### config.mk
export PLATFORM = sky130hd
export DESIGN_NAME = http_match_top
export DESIGN_NICKNAME = d
export VERILOG_FILES = /design/src/rtl/http_match_pkg.sv /design/src/rtl/pattern_dfa.sv /design/src/rtl/packet_framer.sv /design/src/rtl/stream_match_context.sv /design/src/rtl/http_match_top.sv
export VERILOG_INCLUDE_DIRS = /design/src /design/src/rtl
export SDC_FILE = /design/constraint.sdc
export NUM_CORES = 1
export LEC_CHECK = 0
export BUFFER_PORTS_ARGS = -buffer_cell sky130_fd_sc_hd__buf_2
export CORE_MARGIN = 2
export CORE_UTILIZATION = 25
export DETAILED_ROUTE_END_ITERATION = 16
export GPL_TIMING_DRIVEN = 0
export PLACE_DENSITY_LB_ADDON = 0.3
export SYNTH_ARGS = -nofsm -noshare
export SYNTH_HDL_FRONTEND = slang
export SYNTH_HIERARCHICAL = 1
export SYNTH_SLANG_ARGS = --single-unit
### constraint.sdc
create_clock -name clk -period 7.5 [get_ports clk]
set_clock_uncertainty 0.1 [all_clocks]
set_input_delay 0.375 -clock clk [delete_from_list [all_inputs] [get_ports clk]]
set_output_delay 0.375 -clock clk [all_outputs]
set_load 0.005 [all_outputs]
### src/rtl/http_match_config.svh
`ifndef HTTP_MATCH_CONFIG_SVH
`define HTTP_MATCH_CONFIG_SVH

// Number of interleaved streams tracked by the counter
`define STREAM_CNT 64

// Stream number width, enough for STREAM_CNT streams
`define STREAM_ID_W 6

// Per-subsystem packet counter width
`define COUNT_W 16

// Matcher progress, 0 to PATTERN_LEN bytes matched
`define DFA_STATE_W 3

// Signature "HTTP/1." with the first character in the top byte
`define PATTERN_LEN 7
`define PATTERN_BYTES 56'h48_54_54_50_2f_31_2e

`endif

### src/rtl/http_match_pkg.sv
`default_nettype none

`include "http_match_config.svh"

package http_match_pkg;

   // One data byte of a packet
   typedef logic [7:0] byte_t;

   // Stream number carried on every beat
   typedef logic [`STREAM_ID_W-1:0] stream_id_t;

   // Count of pattern bytes matched so far
   typedef logic [`DFA_STATE_W-1:0] dfa_state_t;

   // Packets with at least one match
   typedef logic [`COUNT_W-1:0] match_count_t;

   // Input beat, at most one of sop, eop and char_vld is set
   typedef struct packed {
      logic       sop;
      logic       eop;
      logic       char_vld;
      stream_id_t stream_id;
      byte_t      char_in;
   } pkt_beat_t;

   // Framer to context record, one cycle behind the beat
   typedef struct packed {
      logic       load_state;
      logic       new_stream_id;
      logic       enable;
      logic       eop;
      logic       char_vld;
      stream_id_t stream_id;
      byte_t      char_in;
   } ctx_cmd_t;

endpackage

`default_nettype wire

### src/rtl/pattern_dfa.sv
`timescale 1ns/1ns
`default_nettype none

`include "http_match_config.svh"

module pattern_dfa (
   input  wire logic                       clk,
   input  wire logic                       rst_n,
   input  wire http_match_pkg::byte_t      char_in,
   input  wire logic                       char_vld,
   input  wire logic                       state_in_vld,
   input  wire http_match_pkg::dfa_state_t state_in,
   output http_match_pkg::dfa_state_t      state_out,
   output logic                            accept
);
   import http_match_pkg::*;

   // Signature bytes, first character in the top byte
   localparam logic [8*`PATTERN_LEN-1:0] pattern_bytes = `PATTERN_BYTES;

   // Progress value meaning the whole signature was seen
   localparam dfa_state_t accept_state = dfa_state_t'(`PATTERN_LEN);

   dfa_state_t state_q;
   dfa_state_t base_state;
   dfa_state_t next_state;

   // Pattern character at position idx, idx below PATTERN_LEN
   function automatic byte_t pattern_byte(input dfa_state_t idx);
      int unsigned pos;
      pos = `PATTERN_LEN - 1 - int'(idx);
      return pattern_bytes[8*pos +: 8];
   endfunction

   // A restored state takes over from the running one
   assign base_state = state_in_vld ? state_in : state_q;

   always_comb
   begin
      next_state = base_state;
      if (char_vld)
      begin
         // Extend the match while the byte fits the next position
         if ((base_state < accept_state) && (char_in == pattern_byte(base_state)))
         begin
            next_state = base_state + dfa_state_t'(1);
         end
         // No border in "HTTP/1.", so a miss restarts at 0 or 1
         else if (char_in == pattern_byte(dfa_state_t'(0)))
         begin
            next_state = dfa_state_t'(1);
         end
         else
         begin
            next_state = '0;
         end
      end
   end

   // Progress and accept both registered one cycle after the byte
   always_ff @(posedge clk)
   begin
      if (!rst_n)
      begin
         state_q <= '0;
         accept  <= 1'b0;
      end
      else
      begin
         state_q <= next_state;
         accept  <= char_vld && (next_state == accept_state);
      end
   end

   assign state_out = state_q;

endmodule

`default_nettype wire

### src/rtl/packet_framer.sv
`timescale 1ns/1ns
`default_nettype none

`include "http_match_config.svh"

module packet_framer (
   input  wire logic                       clk,
   input  wire logic                       rst_n,
   input  wire http_match_pkg::pkt_beat_t  beat,
   input  wire logic                       cfg_wr,
   input  wire logic                       cfg_enable,
   input  wire http_match_pkg::stream_id_t cfg_stream_id,
   output http_match_pkg::ctx_cmd_t        cmd
);
   import http_match_pkg::*;

   // One bit per stream, set once the stream has opened a packet
   logic [`STREAM_CNT-1:0] seen_map;

   // Matching enable per stream
   logic [`STREAM_CNT-1:0] enable_tbl;

   // Registered control half of the command
   logic load_state_q;
   logic new_stream_q;
   logic enable_q;
   logic eop_q;
   logic char_vld_q;

   // Registered payload half of the command
   stream_id_t stream_id_q;
   byte_t      char_q;

   // Mark the stream as seen on its header beat
   always_ff @(posedge clk)
   begin
      if (!rst_n)
      begin
         seen_map <= '0;
      end
      else if (beat.sop)
      begin
         seen_map[beat.stream_id] <= 1'b1;
      end
   end

   // Configuration strobe, only used between packets
   always_ff @(posedge clk)
   begin
      if (!rst_n)
      begin
         enable_tbl <= '0;
      end
      else if (cfg_wr)
      begin
         enable_tbl[cfg_stream_id] <= cfg_enable;
      end
   end

   // Header beat becomes the restore command
   always_ff @(posedge clk)
   begin
      if (!rst_n)
      begin
         load_state_q <= 1'b0;
         new_stream_q <= 1'b0;
         enable_q     <= 1'b0;
         eop_q        <= 1'b0;
         char_vld_q   <= 1'b0;
      end
      else
      begin
         load_state_q <= beat.sop;
         // New only when the seen bit is still clear
         new_stream_q <= beat.sop & ~seen_map[beat.stream_id];
         // Enable sampled at the header, held until the next header
         if (beat.sop)
         begin
            enable_q <= enable_tbl[beat.stream_id];
         end
         eop_q      <= beat.eop;
         char_vld_q <= beat.char_vld;
      end
   end

   // Data path, qualified by the control bits above
   always_ff @(posedge clk)
   begin
      stream_id_q <= beat.stream_id;
      char_q      <= beat.char_in;
   end

   // Pack into the record seen by the context
   always_comb
   begin
      cmd.load_state    = load_state_q;
      cmd.new_stream_id = new_stream_q;
      cmd.enable        = enable_q;
      cmd.eop           = eop_q;
      cmd.char_vld      = char_vld_q;
      cmd.stream_id     = stream_id_q;
      cmd.char_in       = char_q;
   end

endmodule

`default_nettype wire

### src/rtl/stream_match_context.sv
`timescale 1ns/1ns
`default_nettype none

`include "http_match_config.svh"

module stream_match_context (
   input  wire logic                     clk,
   input  wire logic                     rst_n,
   input  wire http_match_pkg::ctx_cmd_t cmd,
   output http_match_pkg::match_count_t  count,
   output logic                          fired
);
   import http_match_pkg::*;

   // Saved progress, one entry per stream
   dfa_state_t state_mem [`STREAM_CNT];

   // Restore path into the matcher
   dfa_state_t state_in;
   logic       state_in_vld;

   // Matcher results
   dfa_state_t state_out;
   logic       accept;

   // Set once the current packet has matched
   logic match_flag;

   // End of packet one cycle late, lets the last accept land first
   logic       eop_d;
   logic       enable_d;
   stream_id_t eop_id_d;

   // Restore valid one cycle after the command
   always_ff @(posedge clk)
   begin
      if (!rst_n)
      begin
         state_in_vld <= 1'b0;
      end
      else
      begin
         state_in_vld <= cmd.load_state;
      end
   end

   // New streams start from zero, others from their saved entry
   always_ff @(posedge clk)
   begin
      if (cmd.load_state)
      begin
         if (cmd.new_stream_id)
         begin
            state_in <= '0;
         end
         else
         begin
            state_in <= state_mem[cmd.stream_id];
         end
      end
   end

   // Delayed trailer with its stream and enable
   always_ff @(posedge clk)
   begin
      if (!rst_n)
      begin
         eop_d    <= 1'b0;
         enable_d <= 1'b0;
      end
      else
      begin
         eop_d    <= cmd.eop;
         enable_d <= cmd.enable;
      end
   end

   always_ff @(posedge clk)
   begin
      eop_id_d <= cmd.stream_id;
   end

   // Save progress only for enabled streams
   always_ff @(posedge clk)
   begin
      if (eop_d && enable_d)
      begin
         state_mem[eop_id_d] <= state_out;
      end
   end

   // Match flag and packet counter
   always_ff @(posedge clk)
   begin
      if (!rst_n)
      begin
         count      <= '0;
         match_flag <= 1'b0;
      end
      else
      begin
         // Flag is per packet, cleared when the next one opens
         if (cmd.load_state)
         begin
            match_flag <= 1'b0;
         end
         else if (accept)
         begin
            match_flag <= 1'b1;
         end
         // Finalize at the delayed end of packet
         if (eop_d)
         begin
            if (enable_d)
            begin
               count <= count + match_count_t'(match_flag);
            end
            else
            begin
               match_flag <= 1'b0;
            end
         end
      end
   end

   assign fired = match_flag;

   pattern_dfa dfa_inst (
      .clk          (clk),
      .rst_n        (rst_n),
      .char_in      (cmd.char_in),
      .char_vld     (cmd.char_vld),
      .state_in_vld (state_in_vld),
      .state_in     (state_in),
      .state_out    (state_out),
      .accept       (accept)
   );

endmodule

`default_nettype wire

### src/rtl/http_match_top.sv
`timescale 1ns/1ns
`default_nettype none

module http_match_top (
   input  wire logic                       clk,
   input  wire logic                       rst_n,
   // Packet beats, one every cycle
   input  wire http_match_pkg::pkt_beat_t  beat,
   // Enable table write, between packets only
   input  wire logic                       cfg_wr,
   input  wire http_match_pkg::stream_id_t cfg_stream_id,
   input  wire logic                       cfg_enable,
   // Packets matched on enabled streams
   output http_match_pkg::match_count_t    count,
   // High while the current packet has matched
   output logic                            fired
);
   import http_match_pkg::*;

   // Aligned command stream from framer to context
   ctx_cmd_t cmd;

   // Producer side, beats to restore commands
   packet_framer framer_inst (
      .clk           (clk),
      .rst_n         (rst_n),
      .beat          (beat),
      .cfg_wr        (cfg_wr),
      .cfg_enable    (cfg_enable),
      .cfg_stream_id (cfg_stream_id),
      .cmd           (cmd)
   );

   // Consumer side, per-stream state and counting
   stream_match_context context_inst (
      .clk   (clk),
      .rst_n (rst_n),
      .cmd   (cmd),
      .count (count),
      .fired (fired)
   );

endmodule

`default_nettype wire

==> results by group, run 1 <==
Critical path
  – WP data required: 7.83 ns
  – Arrival @ worst endpoint: approximately 3.6 ns
  – Critical Path End Type: flop
  – R2R Setup Slk: 4.24 ns
  – CP Max Fanout: 31
  – R2R Path Start: context_inst/dfa_inst/state_out[0]$_SDFF_PN0_
  – Startpoint class of the critical path: flop
  – Worst r2r path cells: 11
  – Crit path from: context_inst/dfa_inst/state_out[0]$_SDFF_PN0_
  – Critical path class: flop to flop
  – Reg2Reg Capture Point: context_inst/dfa_inst/state_out[2]$_SDFF_PN0_

STA
  – Max Clk Rate: 306 MHz
  – TNS Setup: 0 ns
  – Hold slack: about 0.037 ns
  – Final setup viols: 0
  – Slew Limit Headroom: 4.25%
  – Final min period: 3.26 ns
  – Worst-Margin Slew: 1.43 ns
  – Final worst path period share: 43.5%
  – Final-report max-slew violation count: 0
  – Final hold vios: 0
  – RSZ-0062 raised after global routing: no

Run status
  – Status: completed

Floorplanning
  – Std cell rows: 92
  – Core area: 0.0630 mm²
  – Top Ports: 44
  – Initial Util: 25.3%
  – Die X: 256 µm
  – Die area: 0.0657 mm²
  – Die Span Y: 256 µm

Finish
  – Register area: 0.00940 mm²
  – Share of cells above drive strength 1: 15.7%
  – Post-layout util: 30.1%
  – Filler cells: 6446
  – Final cell count without fillers: 2288
  – Multi-input logic area: between 0.006 and 0.007 mm²
  – Final net count: 1443
  – Number of antenna cells inserted: 0
  – Final instance area: around 0.019 mm²
  – Area growth, synth to finish: 18.9%

Routing
  – Pre-antenna DRT Iters: 6
  – Via/cell ratio: 4.84
  – Vias post-DR: between 10000 and 15000
  – DRC: 0
  – Final wirelength: 45.3 mm
  – Antenna Nets Post-Route: 0
  – DRT iter0 DRCs: 915
  – WL/cell: 19.8 µm

GRT
  – Largest net degree at the start of global routing: 48
  – First-pass GRT wire length: 69.4 mm
  – Number of global-route vias before repair: 11069
  – Gr ovfl total: 0
  – Number of antenna violations at the first check in global routing: 2
  – Gr usage total: 13.7%

Synth
  – Async S/R FF share, synth: 0%
  – Syn_nets: 1343
  – Synthesized area: 0.0159 mm²
  – Seq cells post-synth: between 300 and 400
  – Syn Inst Count: 1311
  – Post-synth top flop: edfxtp_1
  – Biggest area consumer among synthesized cells: edfxtp_1
  – Count of different cell masters after synthesis: 71
  – Synth Warn #: 6
  – Post-synth top area share: between 30% and 40%
  – Average size of a mapped cell: 12.1 µm²
  – Commonest cells in the netlist: edfxtp_1, dfxtp_1, nor2_1, nand3_1, o21ai_0
  – Top cells by area, synth: edfxtp_1, dfxtp_1, mux4_2
  – Seq/Total Area, Yosys: between 50% and 60%
  – EDFF count, synth: about 200
  – Most common cell in the synthesized netlist: edfxtp_1

Power and ir drop
  – Pleak: 6.25 nW
  – PD cells: 247 mW/mm²
  – VDD IR max: 0.133 mV

Flow run
  – Max cap viols: 0

Min path
  – Min-delay worst type: primary input to flop
  – Hold path cells: 2
  – Hold Path End: framer_inst/eop_q$_SDFF_PN0_
  – Hold Path Origin: beat[15]

Placement
  – Gp weighted congestion: approximately 0.84
  – Post-DP HPWL: between 30 and 40 mm
  – DP Cell Count: ~2200
  – Post-DP Area: ~0.017 mm²
  – I/O Buffers: 39

CTS
  – Skew-Pair Late Insertion Delay: 0.56 ns
  – CTS tree: done
  – Clock transition at path regs: 0.06 ns
  – Max Root-Sink Buffers: 3
  – CTS sink count: 372
  – CTS H-tree depth: 2
  – Clock root cell: clkbuf_16
  – Post-CTS sizing: 0
  – Num CTS Buffers: 39
-- per-stage QoR --
| stage | setup WS [ns] | power [mW] |
|---|---|---|
| floorplan | 4.19 | 2.36 |
| global placement | 3.04 | 2.45 |
| detailed placement | 4.22 | 2.46 |
| CTS | 4.16 | 4.73 |
| global route | 3.94 | 4.84 |
| finish | 4.24 | 4.68 |
-- area by class of cell --
| class | instances | share of cell area [%] |
|---|---|---|
| buffer | 90 | 2.33 |
| sequential | 372 | 49.7 |
| multi-input combinational | 841 | 32.0 |
| timing repair buffer | 59 | 2.30 |
| inverter | 8 | 0.159 |
| tap | 846 | 5.59 |
| clock buffer | 48 | 5.65 |
| clock inverter | 24 | 2.29 |
-- critical path, stage by stage (launching register included) --
cell      delay [ns]
dfxtp_2         0.74
mux2i_2         0.25
inv_2           0.21
ha_1            0.17
inv_1           0.04
ha_1            0.25
clkbuf_1        0.27
o21ai_0         0.17
xor2_1          0.19
nor4_4          0.37
nand2_1         0.12
o32ai_1         0.25
-- cells by family after synthesis --
kind of cell    share of synthesized area, %
compound gates                          11.9
xor+xnor                                1.05
fa+ha+maj                              0.393
buf+inv                                 2.96
flops                                   59.1
mux                                     10.9
simple gates                            13.7
-- power breakdown --
part / switching, mW / internal, mW
logic: 0.170 / 0.0949
clock network: 0.851 / 1.41
registers: 0.0126 / 2.14
total: 1.03 / 3.64
-- repair_timing --
| action | 4_1_cts | 5_1_grt |
|---|---|---|
| setup buffers | 0 | 0 |
| hold buffers | 15 | 0 |
| hold endpoints to repair | 15 | 0 |
-- per-layer routing --
| metal | vias up | GRT usage, % | wire (µm) |
|---|---|---|---|
| li1 | 5107 | - | - |
| met1 | 5593 | 18.6 | 20700 |
| met2 | 301 | 22.4 | 21500 |
| met3 | 78 | 2.44 | 2310 |
| met4 | 4 | 3.40 | 874 |
| met5 | - | 0 | 34 |
-- state kept, by name, indices dropped and copies added, names as in the netlist, 3 cells and up --
signal,flops
context_inst/state_mem,192
framer_inst/enable_tbl,64
framer_inst/seen_map,64
context_inst/count,16
framer_inst/char_q,8
context_inst/eop_id_d,6
framer_inst/stream_id_q,6
context_inst/dfa_inst/state_out,3
context_inst/state_in,3
-- how the worst max path moves through the flow --
stage,endpoint
6_report,context_inst/dfa_inst/state_out[2]$_SDFF_PN0_
5_1_grt,context_inst/dfa_inst/state_out[2]$_SDFF_PN0_
4_1_cts,context_inst/dfa_inst/state_out[2]$_SDFF_PN0_
3_5_place_dp,context_inst/dfa_inst/state_out[2]$_SDFF_PN0_
3_3_place_gp,context_inst/dfa_inst/state_out[0]$_SDFF_PN0_
2_1_floorplan,context_inst/dfa_inst/state_out[0]$_SDFF_PN0_
-- layout by cell type (no fill, tap or decap), drive strengths merged, types with 21 or more instances in the layout --
| cell | count |
|---|---|
| a21boi | 66 |
| mux2 | 21 |
| clkbuf | 103 |
| o21a | 33 |
| edfxtp | 195 |
| mux4 | 51 |
| mux2i | 30 |
| nor2b | 56 |
| nand3 | 86 |
| dfxtp | 177 |
| buf | 79 |
| o21ai | 81 |
| a21oi | 36 |
| nor2 | 132 |
| and2 | 22 |
| nand2 | 48 |
No activity file was read; power rests on OpenSTA's default activity.
==> run 2, diff against run 1 <==
clock period = 3.4 ns   (was 7.5 ns; I/O delays follow)
==> run 2 against run 1 <==
Core utilization is essentially flat. Maximum frequency grew 7.9%. Worst hold slack gained 0.0063 ns. First-iteration DRC count grew 4.7%. Critical path depth is the same. Critical path type unchanged. Combinational power grew 120%. Power grew 120%. Register-to-register slack lost 3.9 ns. Clock power grew 120%. Cell count is essentially flat.
==> results by group, run 2 (synthesis gave the netlist of run 1 again) <==
Run status
  – Status: completed

STA
  – Slew Limit Headroom: 3.58% (-0.67 points)
  – Max Clk Rate: 331 MHz (+7.9%)
  – Final hold vios: 0 (unchanged)
  – RSZ-0062 raised after global routing: no
  – Final min period: 3.02 ns (-0.238 ns)
  – Final-report max-slew violation count: 0 (unchanged)
  – Final setup viols: 0 (unchanged)
  – Final worst path period share: 89.0% (+45 points)
  – Hold slack: 0.0431 ns (+0.00626 ns)
  – Worst-Margin Slew: 1.44 ns (+0.00999 ns)

Power and ir drop
  – Pleak: 6.25 nW (+0.14%)
  – VDD IR max: 0.295 mV (+120%)
  – PD cells: 545 mW/mm² (+120%)

CTS
  – Num CTS Buffers: 39 (unchanged)
  – CTS sink count: 372 (unchanged)
  – Clock transition at path regs: 0.06 ns (about the same)
  – CTS tree: done
  – Skew-Pair Late Insertion Delay: 0.56 ns (about the same)
  – Post-CTS setup buffers: 0 (unchanged)
  – Max Root-Sink Buffers: 3 (unchanged)
  – Clock root cell: clkbuf_16
  – CTS H-tree depth: 2 (unchanged)

Critical path
  – Crit path max-delay family: compound AO/OA/AOI/OAI gates
  – WP data required: 3.73 ns (-4.10 ns)
  – Max stage delay cell, worst path: mux2i_2
  – Crit-path most repeated cell: ha_1
  – Critical path class: flop to flop
  – Crit-path cells: mux2i_2 > inv_2 > ha_1 > inv_1 > ha_1 > clkbuf_1 > o21ai_0 > xor2_1 > nor4_4 > nand2_1 > o32ai_1
  – Worst Path Buf+Inv: 3 (unchanged)
  – Startpoint class of the critical path: flop
  – Critical Path Max Stage Delay: 0.48 ns (-0.26 ns)
  – CP Max Fanout: 8 (-74%)
  – Arrival @ worst endpoint: 3.35 ns (-0.24 ns)
  – Critical Path End Type: flop

Finish
  – Final net count: 1445 (+0.14%)
  – Final cell count without fillers: 2290 (+0.087%)
  – Number of antenna cells inserted: 0 (unchanged)
  – Area growth, synth to finish: 19.0%
  – Number of flip-flops in the largest register: 192 (unchanged)
  – Share of cells above drive strength 1: 15.7% (-0.022 points)
  – Commonest non-fill, non-tap cell in the layout: edfxtp_1
  – Biggest regs: context_inst/state_mem x192, framer_inst/enable_tbl x64, framer_inst/seen_map x64
  – Most frequent cells in the layout: edfxtp_1, dfxtp_1, nor2_1
  – Filler cells: 6444 (-0.031%)
  – Final instance area: 0.0189 mm² (+0.13%)
  – Largest reg by FF count: context_inst/state_mem

GRT
  – Gr usage total: 13.7% (about the same)
  – Gr ovfl total: 0 (unchanged)
  – First-pass GRT wire length: 69.4 mm (about the same)
  – Number of antenna violations at the first check in global routing: 1 (-1)
  – Number of global-route vias before repair: 11090 (+0.19%)
  – Largest net degree at the start of global routing: 48 (unchanged)

Placement
  – Post-DP Area: 0.0173 mm² (unchanged)
  – Gp weighted congestion: 0.835 (unchanged)
  – I/O Buffers: 39 (unchanged)
  – Post-DP HPWL: 30.2 mm (unchanged)
  – DP Cell Count: 2199 (unchanged)

Min path
  – Min-delay worst type: primary input to flop

Routing
  – Final wirelength: 45.4 mm (about the same)
  – DRC: 0 (unchanged)
  – Antenna Nets Post-Route: 0 (unchanged)
  – WL/cell: 19.8 µm (about the same)
  – Pre-antenna DRT Iters: 5 (-1)
  – DRT iter0 DRCs: 958 (+4.7%)
  – Via/cell ratio: 4.82 (-0.40%)
  – Vias post-DR: 11048 (-0.32%)

Floorplanning
  – Core area: 0.0630 mm² (unchanged)
  – Die area: 0.0657 mm² (unchanged)
  – Std cell rows: 92 (unchanged)
  – Top Ports: 44 (unchanged)
  – Die Span Y: 256 µm (unchanged)
  – Die X: 256 µm (unchanged)
  – Initial Util: 25.3% (unchanged)

Flow run
  – Max cap viols: 0 (unchanged)
[run 2: repair_timing]
| action | 4_1_cts | 5_1_grt |
|---|---|---|
| gates resized for setup | 0 | 2 |
| endpoints found under the setup margin | 0 | 3 |
| hold buffers | 17 | 0 |
| hold endpoints to repair | 18 | 0 |
[run 2: worst paths after layout]
check                                            start                                            end  slack (ns)  cells after the start
hold / removal                              cfg_enable        framer_inst/enable_tbl[63]$_SDFFE_PN0P_        0.04                      3
hold reg to reg     framer_inst/stream_id_q[2]$_DFF_P_               context_inst/eop_id_d[2]$_DFF_P_        0.24                      0
setup / recovery  context_inst/state_in_vld$_SDFF_PN0_  context_inst/dfa_inst/state_out[2]$_SDFF_PN0_        0.38                     11
setup reg to reg  context_inst/state_in_vld$_SDFF_PN0_  context_inst/dfa_inst/state_out[2]$_SDFF_PN0_        0.38                     11
[run 2: area by class of cell]
| cell class | count | area (µm²) | share of cell area [%] |
|---|---|---|---|
| repair buffers | 61 | 455 | 2.40 |
| plain buffers | 90 | 440 | 2.32 |
| clock inverters | 24 | 434 | 2.29 |
| well taps | 846 | 1060 | 5.59 |
| multi-input cells | 841 | 6050 | 31.9 |
| inverters | 8 | 30.0 | 0.158 |
| clock buffers | 48 | 1070 | 5.65 |
| flip-flops and latches | 372 | 9410 | 49.7 |
[run 2: stage by stage]
stage	utilization, %	worst slack, ns	TNS, ns	power [mW]
2_1_floorplan	-	0.0861	0	5.20
3_3_place_gp	27.3	-1.06	-3.93	5.41
3_5_place_dp	27.4	0.116	0	5.42
4_1_cts	30.1	0.0563	0	10.4
5_1_grt	30.1	0.119	0	10.7
6_report	30.1	0.375	0	10.3
[run 2: layer usage]
layer	track usage [%]	vias to the layer above	part of all wire, %
met1	18.7	5570	46
met5	0	-	0.035
met2	22.4	289	47
met4	3.41	2	2.0
met3	2.32	74	4.8
li1	-	5113	-
[run 2: worst register-to-register path, delay by kind of cell (launching register included)]
family          cells  cell delay (ns)
flops               1             0.42
xor+xnor            1             0.14
mux                 1             0.48
simple gates        2             0.49
fa+ha+maj           2             0.43
buf+inv             3             0.35
compound gates      2             0.51
[run 2: where the power goes]
part / internal [mW] / leakage [nW] / switching [mW] / total [mW]
Clock: 3.10 / 0.740 / 1.88 / 4.98
Combinational: 0.211 / 2.26 / 0.375 / 0.586
Sequential: 4.72 / 3.26 / 0.0276 / 4.75
==> run 3, diff against run 2 <==
HOLD_SLACK_MARGIN = 0.02   (was not set)
clock period = 2.6 ns   (was 3.4 ns; I/O delays follow)
==> run 3 against run 2 <==
Maximum frequency grew 21%. Worst setup slack lost 0.28 ns. Core utilization grew 0.11 points. Register-to-register slack lost 0.28 ns. Largest cell class unchanged.
==> results by group, run 3 (synthesis gave the netlist of run 1 again) <==
Critical path
  – Startpoint class of the critical path: flop
  – Max stage delay cell, worst path: mux4_1
  – Reg2Reg Capture Point: context_inst/state_in[2]$_SDFFCE_PP0P_
  – Worst r2r path cells: 7 (-4)
  – R2R Setup Slk: 0.1 ns (-0.28 ns)
  – Critical Path Max Stage Delay: 0.57 ns (+0.09 ns)
  – R2R Path Start: framer_inst/stream_id_q[1]$_DFF_P_
  – Critical Path End Type: flop
  – Critical path class: flop to flop
  – WP data required: 2.75 ns (-0.98 ns)
  – Arrival @ worst endpoint: 2.65 ns (-0.70 ns)
  – Crit-path cells: buf_12 > buf_4 > mux4_1 > o22ai_1 > nor4_1 > nor4_2 > nand3_1
  – CP Max Fanout: 9 (+1)

Routing
  – DRT iter0 DRCs: 932 (-2.7%)
  – Met3 WL: 2.31 mm (+5.7%)
  – Top Layer Used: met4
  – Final wirelength: 46.3 mm (+2.2%)
  – DRC: 0 (unchanged)
  – Via/cell ratio: 4.85 (+0.52%)
  – Met2 Routed Length: 22.3 mm (+4.0%)
  – Antenna Nets Post-Route: 0 (unchanged)
  – Pre-antenna DRT Iters: 6 (+1)
  – Vias post-DR: 11202 (+1.4%)
  – WL/cell: 20.1 µm (+1.3%)
  – Met1 WL: 20.7 mm (-0.64%)

Placement
  – DP Cell Count: 2196 (-0.14%)
  – I/O Buffers: 39 (unchanged)
  – Post-DP HPWL: 30.1 mm (-0.49%)
  – Setup WS pre-CTS: -0.808 ns (-0.924 ns)
  – Gp weighted congestion: 0.845 (+1.2%)

Flow run
  – Max cap viols: 0 (unchanged)

Floorplanning
  – Die Span Y: 256 µm (unchanged)
  – Top Ports: 44 (unchanged)
  – Die area: 0.0657 mm² (unchanged)
  – Initial Util: 25.3% (unchanged)
  – Core area: 0.0630 mm² (unchanged)
  – Std cell rows: 92 (unchanged)
  – Die X: 256 µm (unchanged)

CTS
  – CTS tree: done
  – Max Root-Sink Buffers: 3 (unchanged)
  – Clock transition at path regs: 0.06 ns (about the same)
  – Clock root cell: clkbuf_16
  – CTS sink count: 372 (unchanged)
  – Num CTS Buffers: 40 (+2.6%)
  – CTS H-tree depth: 2 (unchanged)
  – Skew-Pair Late Insertion Delay: 0.55 ns (about the same)

Power and ir drop
  – Sw Pwr: 2.88 mW (+26%)
  – Comb pwr share: 6.4% (+0.7 points)
  – Pleak: 6.27 nW (+0.28%)
  – P_int: 9.79 mW (+22%)
  – Flop pwr share: 49.0% (+3.0 points)
  – PD cells: 666 mW/mm² (+22%)
  – Switching portion of total power: 22.8% (+0.66 points)
  – VDD IR max: 0.370 mV (+26%)
  – Clk network pwr share: 44.6% (-3.7 points)

Finish
  – Number of flip-flops in the largest register: 192 (unchanged)
  – Register area: 0.00942 mm² (about the same)
  – Number of antenna cells inserted: 0 (unchanged)
  – Share of cells above drive strength 1: 17.1% (+1.4 points)
  – Post-layout util: 30.2% (+0.11 points)
  – Commonest non-fill, non-tap cell in the layout: edfxtp_1
  – Filler cells: 6462 (+0.28%)
  – Most frequent cells in the layout: edfxtp_1, dfxtp_1, nor2_1
  – Largest reg by FF count: context_inst/state_mem
  – Final net count: 1466 (+1.5%)
  – Biggest regs: context_inst/state_mem x192, framer_inst/enable_tbl x64, framer_inst/seen_map x64
  – Multi-input logic area: 0.00612 mm² (+1.1%)
  – Area growth, synth to finish: 19.5%
  – Final cell count without fillers: 2310 (+0.87%)

STA
  – Final-report max-slew violation count: 0 (unchanged)
  – Max Clk Rate: 399 MHz (+21%)
  – Final hold vios: 0 (unchanged)
  – Final worst path period share: 96.3% (+7.4 points)
  – Final WS setup: 0.0957 ns (-0.280 ns)
  – Hold slack: 0.110 ns (+0.0671 ns)
  – Final setup viols: 0 (unchanged)
  – Final min period: 2.50 ns (-0.520 ns)
  – RSZ-0062 raised after global routing: yes
  – Slew Limit Headroom: 2.35% (-1.2 points)
  – Worst-Margin Slew: 1.45 ns (+0.0183 ns)

GRT
  – Number of global-route vias before repair: 11099 (+0.081%)
  – Gr ovfl total: 0 (unchanged)
  – Gr usage total: 13.7% (+0.080 points)
  – First-pass GRT wire length: 69.6 mm (+0.26%)
  – Number of antenna violations at the first check in global routing: 0 (-1)
  – Largest net degree at the start of global routing: 35 (-27%)

Run status
  – Status: completed

Min path
  – Hold Path End: framer_inst/char_q[4]$_DFF_P_
  – Hold Path Origin: beat[4]
  – Hold path cells: 2 (-1)
  – Min-delay worst type: primary input to flop
run 3: changes by cell type in the layout (fill, tap and decap cells not counted), sizes merged:
cell | previous run | this run
buf | 79 | 98
bufinv | 11 | 3
clkbuf | 103 | 113
dlygate4sd3 | 17 | 19
inv | 12 | 9
run 3: how the worst max path moves through the flow:
stage / from / end / slack, ns
after detailed placement: context_inst/dfa_inst/state_out[2]$_SDFF_PN0_ / context_inst/dfa_inst/state_out[0]$_SDFF_PN0_ / -0.81
after global routing: context_inst/state_in_vld$_SDFF_PN0_ / context_inst/dfa_inst/state_out[2]$_SDFF_PN0_ / -0.05
after floorplan: context_inst/dfa_inst/state_out[2]$_SDFF_PN0_ / context_inst/dfa_inst/state_out[0]$_SDFF_PN0_ / 0.008
after CTS: context_inst/dfa_inst/state_out[2]$_SDFF_PN0_ / context_inst/dfa_inst/state_out[0]$_SDFF_PN0_ / 0.005
after global placement: context_inst/dfa_inst/state_out[2]$_SDFF_PN0_ / context_inst/dfa_inst/state_out[0]$_SDFF_PN0_ / -0.75
final: framer_inst/stream_id_q[1]$_DFF_P_ / context_inst/state_in[2]$_SDFFCE_PP0P_ / 0.1
run 3: through the flow:
step | cell area (µm²) | TNS (ns) | power (mW)
2_1_floorplan | 15900 | 0 | 6.80
3_3_place_gp | 17200 | -3.70 | 7.07
3_5_place_dp | 17200 | -4.02 | 7.07
4_1_cts | 18900 | 0 | 12.8
5_1_grt | 19000 | -0.150 | 13.1
6_report | 19000 | 0 | 12.7
run 3: layout make-up:
class                           instances  share of cell area [%]
Inverter                                8                   0.171
Clock buffer                           59                    5.90
Sequential cell                       372                    49.5
Tap cell                              846                    5.57
Multi-Input combinational cell        841                    32.2
Buffer                                 89                    2.52
Clock inverter                         13                   0.842
Timing Repair Buffer                   82                    3.33
run 3: repair_timing:
item,4_1_cts,5_1_grt
endpoints found under the hold margin,22,0
gates resized for setup,15,17
pin swaps,1,5
setup endpoints to repair,7,7
setup buffers,9,14
hold buffers,19,0
run 3: power by group through the flow:
stage                     registers, mW  clock network, mW  logic (mW)
after global placement             6.35                  0       0.713
after detailed placement           6.36                  0       0.719
after floorplan                    6.33                  0       0.470
final                              6.21               5.65       0.809
after global routing               6.21               6.03       0.862
after CTS                          6.21               5.78       0.780
run 3: routing by layer:
| layer | vias to the layer above | global-route usage (%) |
|---|---|---|
| met5 | - | 0 |
| met4 | 0 | 3.62 |
| met3 | 82 | 1.85 |
| met2 | 347 | 23.3 |
| met1 | 5633 | 18.4 |
| li1 | 5140 | - |
run 3: worst max-delay path, delay by kind of cell (launching register included):
kind	cells	cell delay, ns
simple gates	3	0.73
buf+inv	2	0.25
compound gates	1	0.19
mux	1	0.57
flops	1	0.35
